--- src/obi_sl_pkg.sv ---
// ----------------------------------------
// sizes and types for a single observed OBI bus
// depth must stay a power of two for pointer wrap
// ----------------------------------------
`default_nettype none

package obi_sl_pkg;

  // ----------------------------------------
  // sizes
  // ----------------------------------------

  // most accepted requests that may wait for a response
  localparam int MAX_OUTSTANDING = 4;

  // outstanding count must reach MAX_OUTSTANDING
  localparam int CNT_W = 3;

  // read/write pointer width of the attribute store
  localparam int PTR_W = $clog2(MAX_OUTSTANDING);

  // count value that marks the tracker as full
  localparam logic [CNT_W-1:0] CNT_FULL = CNT_W'(MAX_OUTSTANDING);

  // ----------------------------------------
  // types
  // ----------------------------------------

  // address phase state
  // stall means req seen without gnt last cycle
  typedef enum logic {
    ADDR_IDLE  = 1'b0,
    ADDR_STALL = 1'b1
  } addr_state_e;

  // attributes that follow a request to its response
  typedef struct packed {
    // request was a write
    logic store;
    // request carried integrity
    logic integrity;
    // grant parity mismatch seen during the address phase
    logic gntpar_err;
  } req_attr_t;

endpackage

`default_nettype wire

--- src/obi_obs_if.sv ---
// ----------------------------------------
// per-cycle bus events, all combinational
// no clock here, stages sample with their own
// ----------------------------------------
`timescale 1ns/1ps
`default_nettype none

interface obi_obs_if;

  // ----------------------------------------
  // observed events
  // ----------------------------------------

  // req and gnt high together, address phase done
  logic addr_accept;
  // response phase this cycle
  logic resp_valid;
  // req high, address phase in progress
  logic req_active;
  // attributes of the request on the bus this cycle
  obi_sl_pkg::req_attr_t attr;

  // ----------------------------------------
  // modports
  // ----------------------------------------

  // producing stage
  modport src_mp (
    output addr_accept,
    output resp_valid,
    output req_active,
    output attr
  );

  // consuming stage
  modport dst_mp (
    input addr_accept,
    input resp_valid,
    input req_active,
    input attr
  );

endinterface

`default_nettype wire

--- src/obi_phase_monitor.sv ---
// ----------------------------------------
// count clamps at 0 and at MAX_OUTSTANDING
// protocol errors are flagged downstream
// ----------------------------------------
`timescale 1ns/1ps
`default_nettype none

module obi_phase_monitor (
  input  logic                         in_support_if,
  input  logic                         rst_n_i,
  input  logic                         req_i,
  input  logic                         gnt_i,
  input  logic                         rvalid_i,
  input  logic                         req_store_i,
  input  logic                         req_integrity_i,
  output logic                         addr_ph_cont_o,
  output logic                         resp_ph_cont_o,
  output logic [obi_sl_pkg::CNT_W-1:0] v_addr_ph_cnt_o,
  obi_obs_if.src_mp                    obs_o
);

  // ----------------------------------------
  // local signals
  // ----------------------------------------

  obi_sl_pkg::addr_state_e addr_state_q;
  obi_sl_pkg::addr_state_e addr_state_d;
  logic [obi_sl_pkg::CNT_W-1:0] cnt_q;
  logic accept;
  logic cnt_inc;
  logic cnt_dec;

  // ----------------------------------------
  // address phase state
  // ----------------------------------------

  assign accept = req_i && gnt_i;

  // a stall is req without gnt
  // anything else ends or skips the stall
  always_comb begin
    if (req_i && !gnt_i) begin
      addr_state_d = obi_sl_pkg::ADDR_STALL;
    end else begin
      addr_state_d = obi_sl_pkg::ADDR_IDLE;
    end
  end

  // ----------------------------------------
  // outstanding counter
  // ----------------------------------------

  // a full tracker still takes an accept when a response leaves
  assign cnt_inc = accept && ((cnt_q != obi_sl_pkg::CNT_FULL) || rvalid_i);
  // response on empty tracker does not wrap the count
  assign cnt_dec = rvalid_i && (cnt_q != '0);

  always_ff @(posedge in_support_if) begin
    if (!rst_n_i) begin
      addr_state_q <= obi_sl_pkg::ADDR_IDLE;
      cnt_q        <= '0;
    end else begin
      addr_state_q <= addr_state_d;
      // accept and response together leave the count as is
      if (cnt_inc && !cnt_dec) begin
        cnt_q <= cnt_q + 1'b1;
      end else if (cnt_dec && !cnt_inc) begin
        cnt_q <= cnt_q - 1'b1;
      end
    end
  end

  // ----------------------------------------
  // outputs
  // ----------------------------------------

  // req held over from a stalled cycle
  assign addr_ph_cont_o  = req_i && (addr_state_q == obi_sl_pkg::ADDR_STALL);
  // waiting on at least one response
  assign resp_ph_cont_o  = (cnt_q != '0) && !rvalid_i;
  assign v_addr_ph_cnt_o = cnt_q;

  // observation for the next stage
  // parity error is filled in by the checker
  always_comb begin
    obs_o.addr_accept     = accept;
    obs_o.resp_valid      = rvalid_i;
    obs_o.req_active      = req_i;
    obs_o.attr.store      = req_store_i;
    obs_o.attr.integrity  = req_integrity_i;
    obs_o.attr.gntpar_err = 1'b0;
  end

  // ----------------------------------------
  // assertions
  // ----------------------------------------

  // a stalled request may not be withdrawn before its grant
  a_stall_holds_req: assert property (
    @(posedge in_support_if) disable iff (!rst_n_i)
    (addr_state_q == obi_sl_pkg::ADDR_STALL) |-> req_i
  ) else $error("request dropped during a stalled address phase");

endmodule

`default_nettype wire

--- src/gntpar_checker.sv ---
// ----------------------------------------
// gntpar must be the inverse of gnt while req is high
// ----------------------------------------
`timescale 1ns/1ps
`default_nettype none

module gntpar_checker (
  input  logic      in_support_if,
  input  logic      rst_n_i,
  input  logic      gntpar_i,
  input  logic      gnt_i,
  obi_obs_if.dst_mp obs_i,
  obi_obs_if.src_mp obs_o
);

  // ----------------------------------------
  // parity error
  // ----------------------------------------

  // error seen earlier in the same stalled phase
  logic sticky_err_q;
  logic gntpar_err;

  // equal gnt and gntpar is a parity violation
  // an old error in this phase keeps counting
  assign gntpar_err = obs_i.req_active && ((gnt_i == gntpar_i) || sticky_err_q);

  // keep the error only while the phase is stalled
  // granted or dropped request starts clean
  always_ff @(posedge in_support_if) begin
    if (!rst_n_i) begin
      sticky_err_q <= 1'b0;
    end else if (obs_i.req_active && !gnt_i) begin
      sticky_err_q <= gntpar_err;
    end else begin
      sticky_err_q <= 1'b0;
    end
  end

  // ----------------------------------------
  // forwarding
  // ----------------------------------------

  // pass everything through, only the error bit changes
  always_comb begin
    obs_o.addr_accept     = obs_i.addr_accept;
    obs_o.resp_valid      = obs_i.resp_valid;
    obs_o.req_active      = obs_i.req_active;
    obs_o.attr            = obs_i.attr;
    obs_o.attr.gntpar_err = gntpar_err;
  end

endmodule

`default_nettype wire

--- src/req_attribute_fifo.sv ---
// ----------------------------------------
// in-order responses only, response at least one cycle after its grant
// violations raise protocol_err_o until reset
// ----------------------------------------
`timescale 1ns/1ps
`default_nettype none

module req_attribute_fifo (
  input  logic      in_support_if,
  input  logic      rst_n_i,
  obi_obs_if.dst_mp obs_i,
  output logic      req_was_store_o,
  output logic      req_had_integrity_o,
  output logic      gntpar_error_in_resp_o,
  output logic      protocol_err_o
);

  // ----------------------------------------
  // storage and pointers
  // ----------------------------------------

  obi_sl_pkg::req_attr_t mem [obi_sl_pkg::MAX_OUTSTANDING];

  logic [obi_sl_pkg::PTR_W-1:0] wr_ptr_q;
  logic [obi_sl_pkg::PTR_W-1:0] rd_ptr_q;
  logic [obi_sl_pkg::CNT_W-1:0] count_q;
  logic full;
  logic empty;
  logic push;
  logic pop;
  logic push_err;
  logic pop_err;
  logic protocol_err_q;
  obi_sl_pkg::req_attr_t head;

  assign empty = (count_q == '0);
  assign full  = (count_q == obi_sl_pkg::CNT_FULL);

  // full store still takes a push when the head leaves
  assign push = obs_i.addr_accept && (!full || obs_i.resp_valid);
  assign pop  = obs_i.resp_valid && !empty;

  // ----------------------------------------
  // protocol errors
  // ----------------------------------------

  // accept with no room left
  assign push_err = obs_i.addr_accept && full && !obs_i.resp_valid;
  // response with nothing outstanding
  assign pop_err  = obs_i.resp_valid && empty;

  always_ff @(posedge in_support_if) begin
    if (!rst_n_i) begin
      wr_ptr_q       <= '0;
      rd_ptr_q       <= '0;
      count_q        <= '0;
      protocol_err_q <= 1'b0;
    end else begin
      if (push) begin
        wr_ptr_q <= wr_ptr_q + 1'b1;
      end
      if (pop) begin
        rd_ptr_q <= rd_ptr_q + 1'b1;
      end
      if (push && !pop) begin
        count_q <= count_q + 1'b1;
      end else if (pop && !push) begin
        count_q <= count_q - 1'b1;
      end
      // sticky until reset
      if (push_err || pop_err) begin
        protocol_err_q <= 1'b1;
      end
    end
  end

  // attribute payload, written at the tail
  always_ff @(posedge in_support_if) begin
    if (push) begin
      mem[wr_ptr_q] <= obs_i.attr;
    end
  end

  // ----------------------------------------
  // response outputs
  // ----------------------------------------

  assign head = mem[rd_ptr_q];

  // head entry only while a valid response is on the bus
  always_comb begin
    if (pop) begin
      req_was_store_o        = head.store;
      req_had_integrity_o    = head.integrity;
      gntpar_error_in_resp_o = head.gntpar_err;
    end else begin
      req_was_store_o        = 1'b0;
      req_had_integrity_o    = 1'b0;
      gntpar_error_in_resp_o = 1'b0;
    end
  end

  assign protocol_err_o = protocol_err_q;

  // ----------------------------------------
  // assertions
  // ----------------------------------------

  // these fire on bus misuse, also reported on protocol_err_o
  a_no_push_full: assert property (
    @(posedge in_support_if) disable iff (!rst_n_i)
    (full && !obs_i.resp_valid) |-> !obs_i.addr_accept
  ) else $warning("accept while the request tracker is full");

  a_no_pop_empty: assert property (
    @(posedge in_support_if) disable iff (!rst_n_i)
    empty |-> !obs_i.resp_valid
  ) else $warning("response with no outstanding request");

endmodule

`default_nettype wire

--- src/obi_support_logic.sv ---
// ----------------------------------------
// passive observer of one OBI bus, drives nothing back
// ----------------------------------------
`timescale 1ns/1ps
`default_nettype none

module obi_support_logic (
  input  logic                         in_support_if,
  input  logic                         rst_n_i,
  input  logic                         req_i,
  input  logic                         gnt_i,
  input  logic                         gntpar_i,
  input  logic                         rvalid_i,
  input  logic                         req_store_i,
  input  logic                         req_integrity_i,
  output logic                         addr_ph_cont_o,
  output logic                         resp_ph_cont_o,
  output logic [obi_sl_pkg::CNT_W-1:0] v_addr_ph_cnt_o,
  output logic                         req_was_store_o,
  output logic                         req_had_integrity_o,
  output logic                         gntpar_error_in_resp_o,
  output logic                         protocol_err_o
);

  // ----------------------------------------
  // stage links
  // ----------------------------------------

  // monitor to parity checker
  obi_obs_if obs_a ();
  // parity checker to attribute store
  obi_obs_if obs_b ();

  // ----------------------------------------
  // stages
  // ----------------------------------------

  // stage 1, phase tracking and outstanding count
  obi_phase_monitor u_phase_monitor (
    .in_support_if   (in_support_if),
    .rst_n_i         (rst_n_i),
    .req_i           (req_i),
    .gnt_i           (gnt_i),
    .rvalid_i        (rvalid_i),
    .req_store_i     (req_store_i),
    .req_integrity_i (req_integrity_i),
    .addr_ph_cont_o  (addr_ph_cont_o),
    .resp_ph_cont_o  (resp_ph_cont_o),
    .v_addr_ph_cnt_o (v_addr_ph_cnt_o),
    .obs_o           (obs_a.src_mp)
  );

  // stage 2, grant parity
  // raw gnt needed for the parity compare
  gntpar_checker u_gntpar_checker (
    .in_support_if (in_support_if),
    .rst_n_i       (rst_n_i),
    .gntpar_i      (gntpar_i),
    .gnt_i         (gnt_i),
    .obs_i         (obs_a.dst_mp),
    .obs_o         (obs_b.src_mp)
  );

  // stage 3, attributes back with each response
  req_attribute_fifo u_req_attribute_fifo (
    .in_support_if          (in_support_if),
    .rst_n_i                (rst_n_i),
    .obs_i                  (obs_b.dst_mp),
    .req_was_store_o        (req_was_store_o),
    .req_had_integrity_o    (req_had_integrity_o),
    .gntpar_error_in_resp_o (gntpar_error_in_resp_o),
    .protocol_err_o         (protocol_err_o)
  );

endmodule

`default_nettype wire

--- config.mk ---
export PLATFORM = sky130hd
export DESIGN_NAME = obi_support_logic
export DESIGN_NICKNAME = d
export VERILOG_FILES = /design/src/obi_sl_pkg.sv /design/src/obi_obs_if.sv /design/src/obi_phase_monitor.sv /design/src/gntpar_checker.sv /design/src/req_attribute_fifo.sv /design/src/obi_support_logic.sv
export SDC_FILE = /design/constraint.sdc
export NUM_CORES = 1
export LEC_CHECK = 0
export BUFFER_PORTS_ARGS = -buffer_cell sky130_fd_sc_hd__clkbuf_2
export CAP_MARGIN = 15
export CELL_PAD_IN_SITES_DETAIL_PLACEMENT = 1
export CELL_PAD_IN_SITES_GLOBAL_PLACEMENT = 2
export CORE_UTILIZATION = 40
export DETAILED_ROUTE_END_ITERATION = 7
export PLACE_DENSITY_LB_ADDON = 0.1
export REMOVE_ABC_BUFFERS = 1
export SLEW_MARGIN = 30
export SYNTH_ARGS = -nofsm -noshare
export SYNTH_HDL_FRONTEND = slang
export SYNTH_SLANG_ARGS = --single-unit
--- constraint.sdc ---
create_clock -name in_support_if -period 3.2 [get_ports in_support_if]
set_input_delay 0.32 -clock in_support_if [delete_from_list [all_inputs] [get_ports in_support_if]]
set_output_delay 0.32 -clock in_support_if [all_outputs]
set_load 0.1 [all_outputs]
==> impl_metrics.json <==
{
  "status": "complete, but fails checks",
  "violations": "design-rule violations",
  "netlist-cell-type-count": 28,
  "setup_slack_ns": 0.9804,
  "timing.rr.start": "u_req_attribute_fifo.count_q[0]",
  "period_share_pct": 69.36,
  "period_minus_slack_ns": 2.220,
  "clk_path_buf_depth": 2,
  "p_per_area_mw_per_mm2": 829.2,
  "grt_usage_pct": 14.29,
  "hold_depth": 1,
  "crit_path_max_fanout": 7,
  "vias": 754,
  "overflow": 0,
  "clock_latency_ns": 0.33,
  "cap_violations": 0,
  "syn_inst": 99,
  "cts_resized": 0,
  "final_cell_area_mm2": 0.001399,
  "cp-end-kind": "register",
  "totalWireLength_um": 2159,
  "worst-path-stages": 8,
  "crit_chain": "nor2_1 -> a21oi_4 -> ha_1 -> inv_1 -> fa_1 -> xor2_1 -> or3_1 -> a21boi_1",
  "synth_common_cells": "15 x dfxtp_1, 12 x edfxtp_1, 10 x and2_1, 7 x nand2_1, 6 x ha_1",
  "fin_util_pct": 49.04,
  "grt_max_degree": 17,
  "initial_core_util_pct": 43.95,
  "synth_area_leader_cell": "edfxtp_1",
  "grt_pass1_vias": 768,
  "synthAdderAreaFrac_pct": 9.182,
  "cts_tree": "built",
  "htree_num_levels": 1,
  "boundaryPins": 17,
  "via_per_inst": 5.060,
  "min-delay-start": "req_store_i",
  "finalWeightedCongestion": 0.7269,
  "antenna_found_initial": 0,
  "worstPathRequired_ns": 3.48,
  "synth_most_common_cell": "dfxtp_1",
  "nets": 135,
  "antenna_cells": 0,
  "path_class": "reg -> reg",
  "drc_errors": 1,
  "cts_setup_buffers": 0,
  "clock.fmax_mhz": 450.5,
  "synth_edf_count": 12,
  "rsz0062_at_grt": "false",
  "synth_xor_area_share_pct": 4.890,
  "syn_area_per_cell_um2": 12.66,
  "worst_ep_arrival_time_ns": 2.50,
  "critical_path.startpoint_type": "register",
  "cts_buffers": 3,
  "drtPass1Iterations": 6,
  "slowest_delay_ns": 0.50,
  "cts.sinks": 27,
  "die-area_mm2": 0.003362,
  "die_y_um": 57.99,
  "postRouteAntennaNets": 0,
  "hold_buffers": 0,
  "core.rowCount": 19,
  "placed_area_mm2": 0.001369,
  "grt_pass1_wl_um": 3532,
  "dp_slack_ns": 0.9911,
  "post_drt_wl_per_cell_um": 14.49,
  "hpwl_um": 1718,
  "root_buffer": "clkbuf_4",
  "portBuffers": 16,
  "cp-startpoint": "u_req_attribute_fifo.count_q[0]",
  "synth_top_area_share_pct": 28.74,
  "p_leak_nw": 0.5596,
  "tightest_slew_ns": 0.5404,
  "final-hold-violation-count": 0,
  "syn_area_mm2": 0.001254,
  "yosys.area_share.simple_pct": 16.57,
  "peakVddDrop_mv": 0.4910,
  "async_reset_ff_share_pct": 0,
  "fill_cells": 315,
  "hp-class": "in -> reg",
  "drive_above_1_share_pct": 22.03,
  "area_growth_pct": 11.58,
  "cts.clk_slew.worst_paths_ns": 0.16,
  "power_mw": 1.160,
  "setup_viol": 0,
  "ys_seq_area_share_pct": 52.69,
  "die_x_um": 57.99,
  "fp.coreArea_mm2": 0.002853,
  "synth_mux_area_share_pct": 8.583,
  "ys_ff_latch": 27,
  "path_buf_inv": 1,
  "skew_ns": 0.01565,
  "yosys-top-cells-area": "edfxtp_1 29%, dfxtp_1 24%, ha_1 6.0%, mux4_2 5.4%, and2_1 5.0%",
  "synth_flop_cell": "dfxtp_1",
  "worstRegToRegCells": 8,
  "synth_top_family_by_area": "simple AND/OR/NAND/NOR gates",
  "drv_slew": 0,
  "fin_setup_tns_ns": 0,
  "relSlewSlack_pct": 64.13,
  "critPathSlowestCell": "dfxtp_1",
  "drt_iter0_drc": 10,
  "yosys_warnings": 0,
  "synth-compound-area-share_pct": 6.587,
  "path_delay_family": "adder cells"
}
report_power, final:
part           switching [mW]  leakage (nW)  total, mW  internal, mW
logic                   0.374         0.313      0.533         0.159
clock network           0.104        0.0139      0.152        0.0478
registers              0.0627         0.233      0.475         0.413
cell type report:
cell class,instances,area [µm²],share of cell area (%)
clock buffers,3,22.52,1.610
well taps,31,38.79,2.773
flip-flops and latches,27,660.6,47.23
multi-input cells,67,574.3,41.06
inverters,4,15.01,1.073
clock inverters,1,7.507,0.5367
repair buffers,16,80.08,5.725
flip-flops by register name, indices dropped and copies added, names as in the netlist, named ones only:
signal / cells
u_gntpar_checker.sticky_err_q: 1
u_phase_monitor.addr_state_q: 1
u_phase_monitor.v_addr_ph_cnt_o: 3
u_req_attribute_fifo.count_q: 3
u_req_attribute_fifo.mem: 12
u_req_attribute_fifo.protocol_err_o: 1
u_req_attribute_fifo.rd_ptr_q: 2
u_req_attribute_fifo.wr_ptr_q: 2
worst reg2reg max path: stages, from the launching register on:
cell      delay, ns
dfxtp_1        0.50
nor2_1         0.15
a21oi_4        0.23
ha_1           0.23
inv_1          0.07
fa_1           0.37
xor2_1         0.16
or3_1          0.31
a21boi_1       0.15
worst paths after layout:
check / endpoint / slack, ns
setup / recovery: u_req_attribute_fifo.count_q[2] / 0.98
hold / removal: u_req_attribute_fifo.mem[0][2] / 0.20
setup reg to reg: u_req_attribute_fifo.count_q[2] / 0.98
hold reg to reg: u_req_attribute_fifo.protocol_err_o / 0.49
metal layers:
metal | vias up | GRT usage [%] | share of wire, % | wire (µm)
met5 | - | 0 | 0 | 0
met4 | 0 | 2.041 | 0.65 | 14
met3 | 2 | 4.018 | 4.0 | 86
met2 | 14 | 24.14 | 47 | 1014
met1 | 360 | 18.76 | 48 | 1044
li1 | 378 | - | - | -
cells by family after synthesis:
group           Yosys count
compound gates            9
xor+xnor                  7
fa+ha+maj                 8
buf+inv                   5
flops                    27
mux                       7
simple gates             36
metrics by stage:
step           std cells  hold slack [ns]
4_1_cts              149           0.1897
3_5_place_dp         145           0.4531
6_report             149           0.2001
5_1_grt              149           0.1783
2_1_floorplan         98           0.4189
3_3_place_gp         145           0.4360
cell usage in the layout (no fill, tap or decap), types with 2 or more instances in the layout:
cell type,count
xnor2_1,5
edfxtp_1,12
clkbuf_4,3
mux2i_1,4
and2_1,10
ha_1,6
dfxtp_1,15
nor2_1,4
or3_1,2
xor2_1,2
nand2_1,7
mux4_2,3
clkbuf_2,16
inv_1,4
o21ai_0,3
nor2b_1,5
and2b_1,3
fa_1,2
Power figures use the tool's default switching activity.
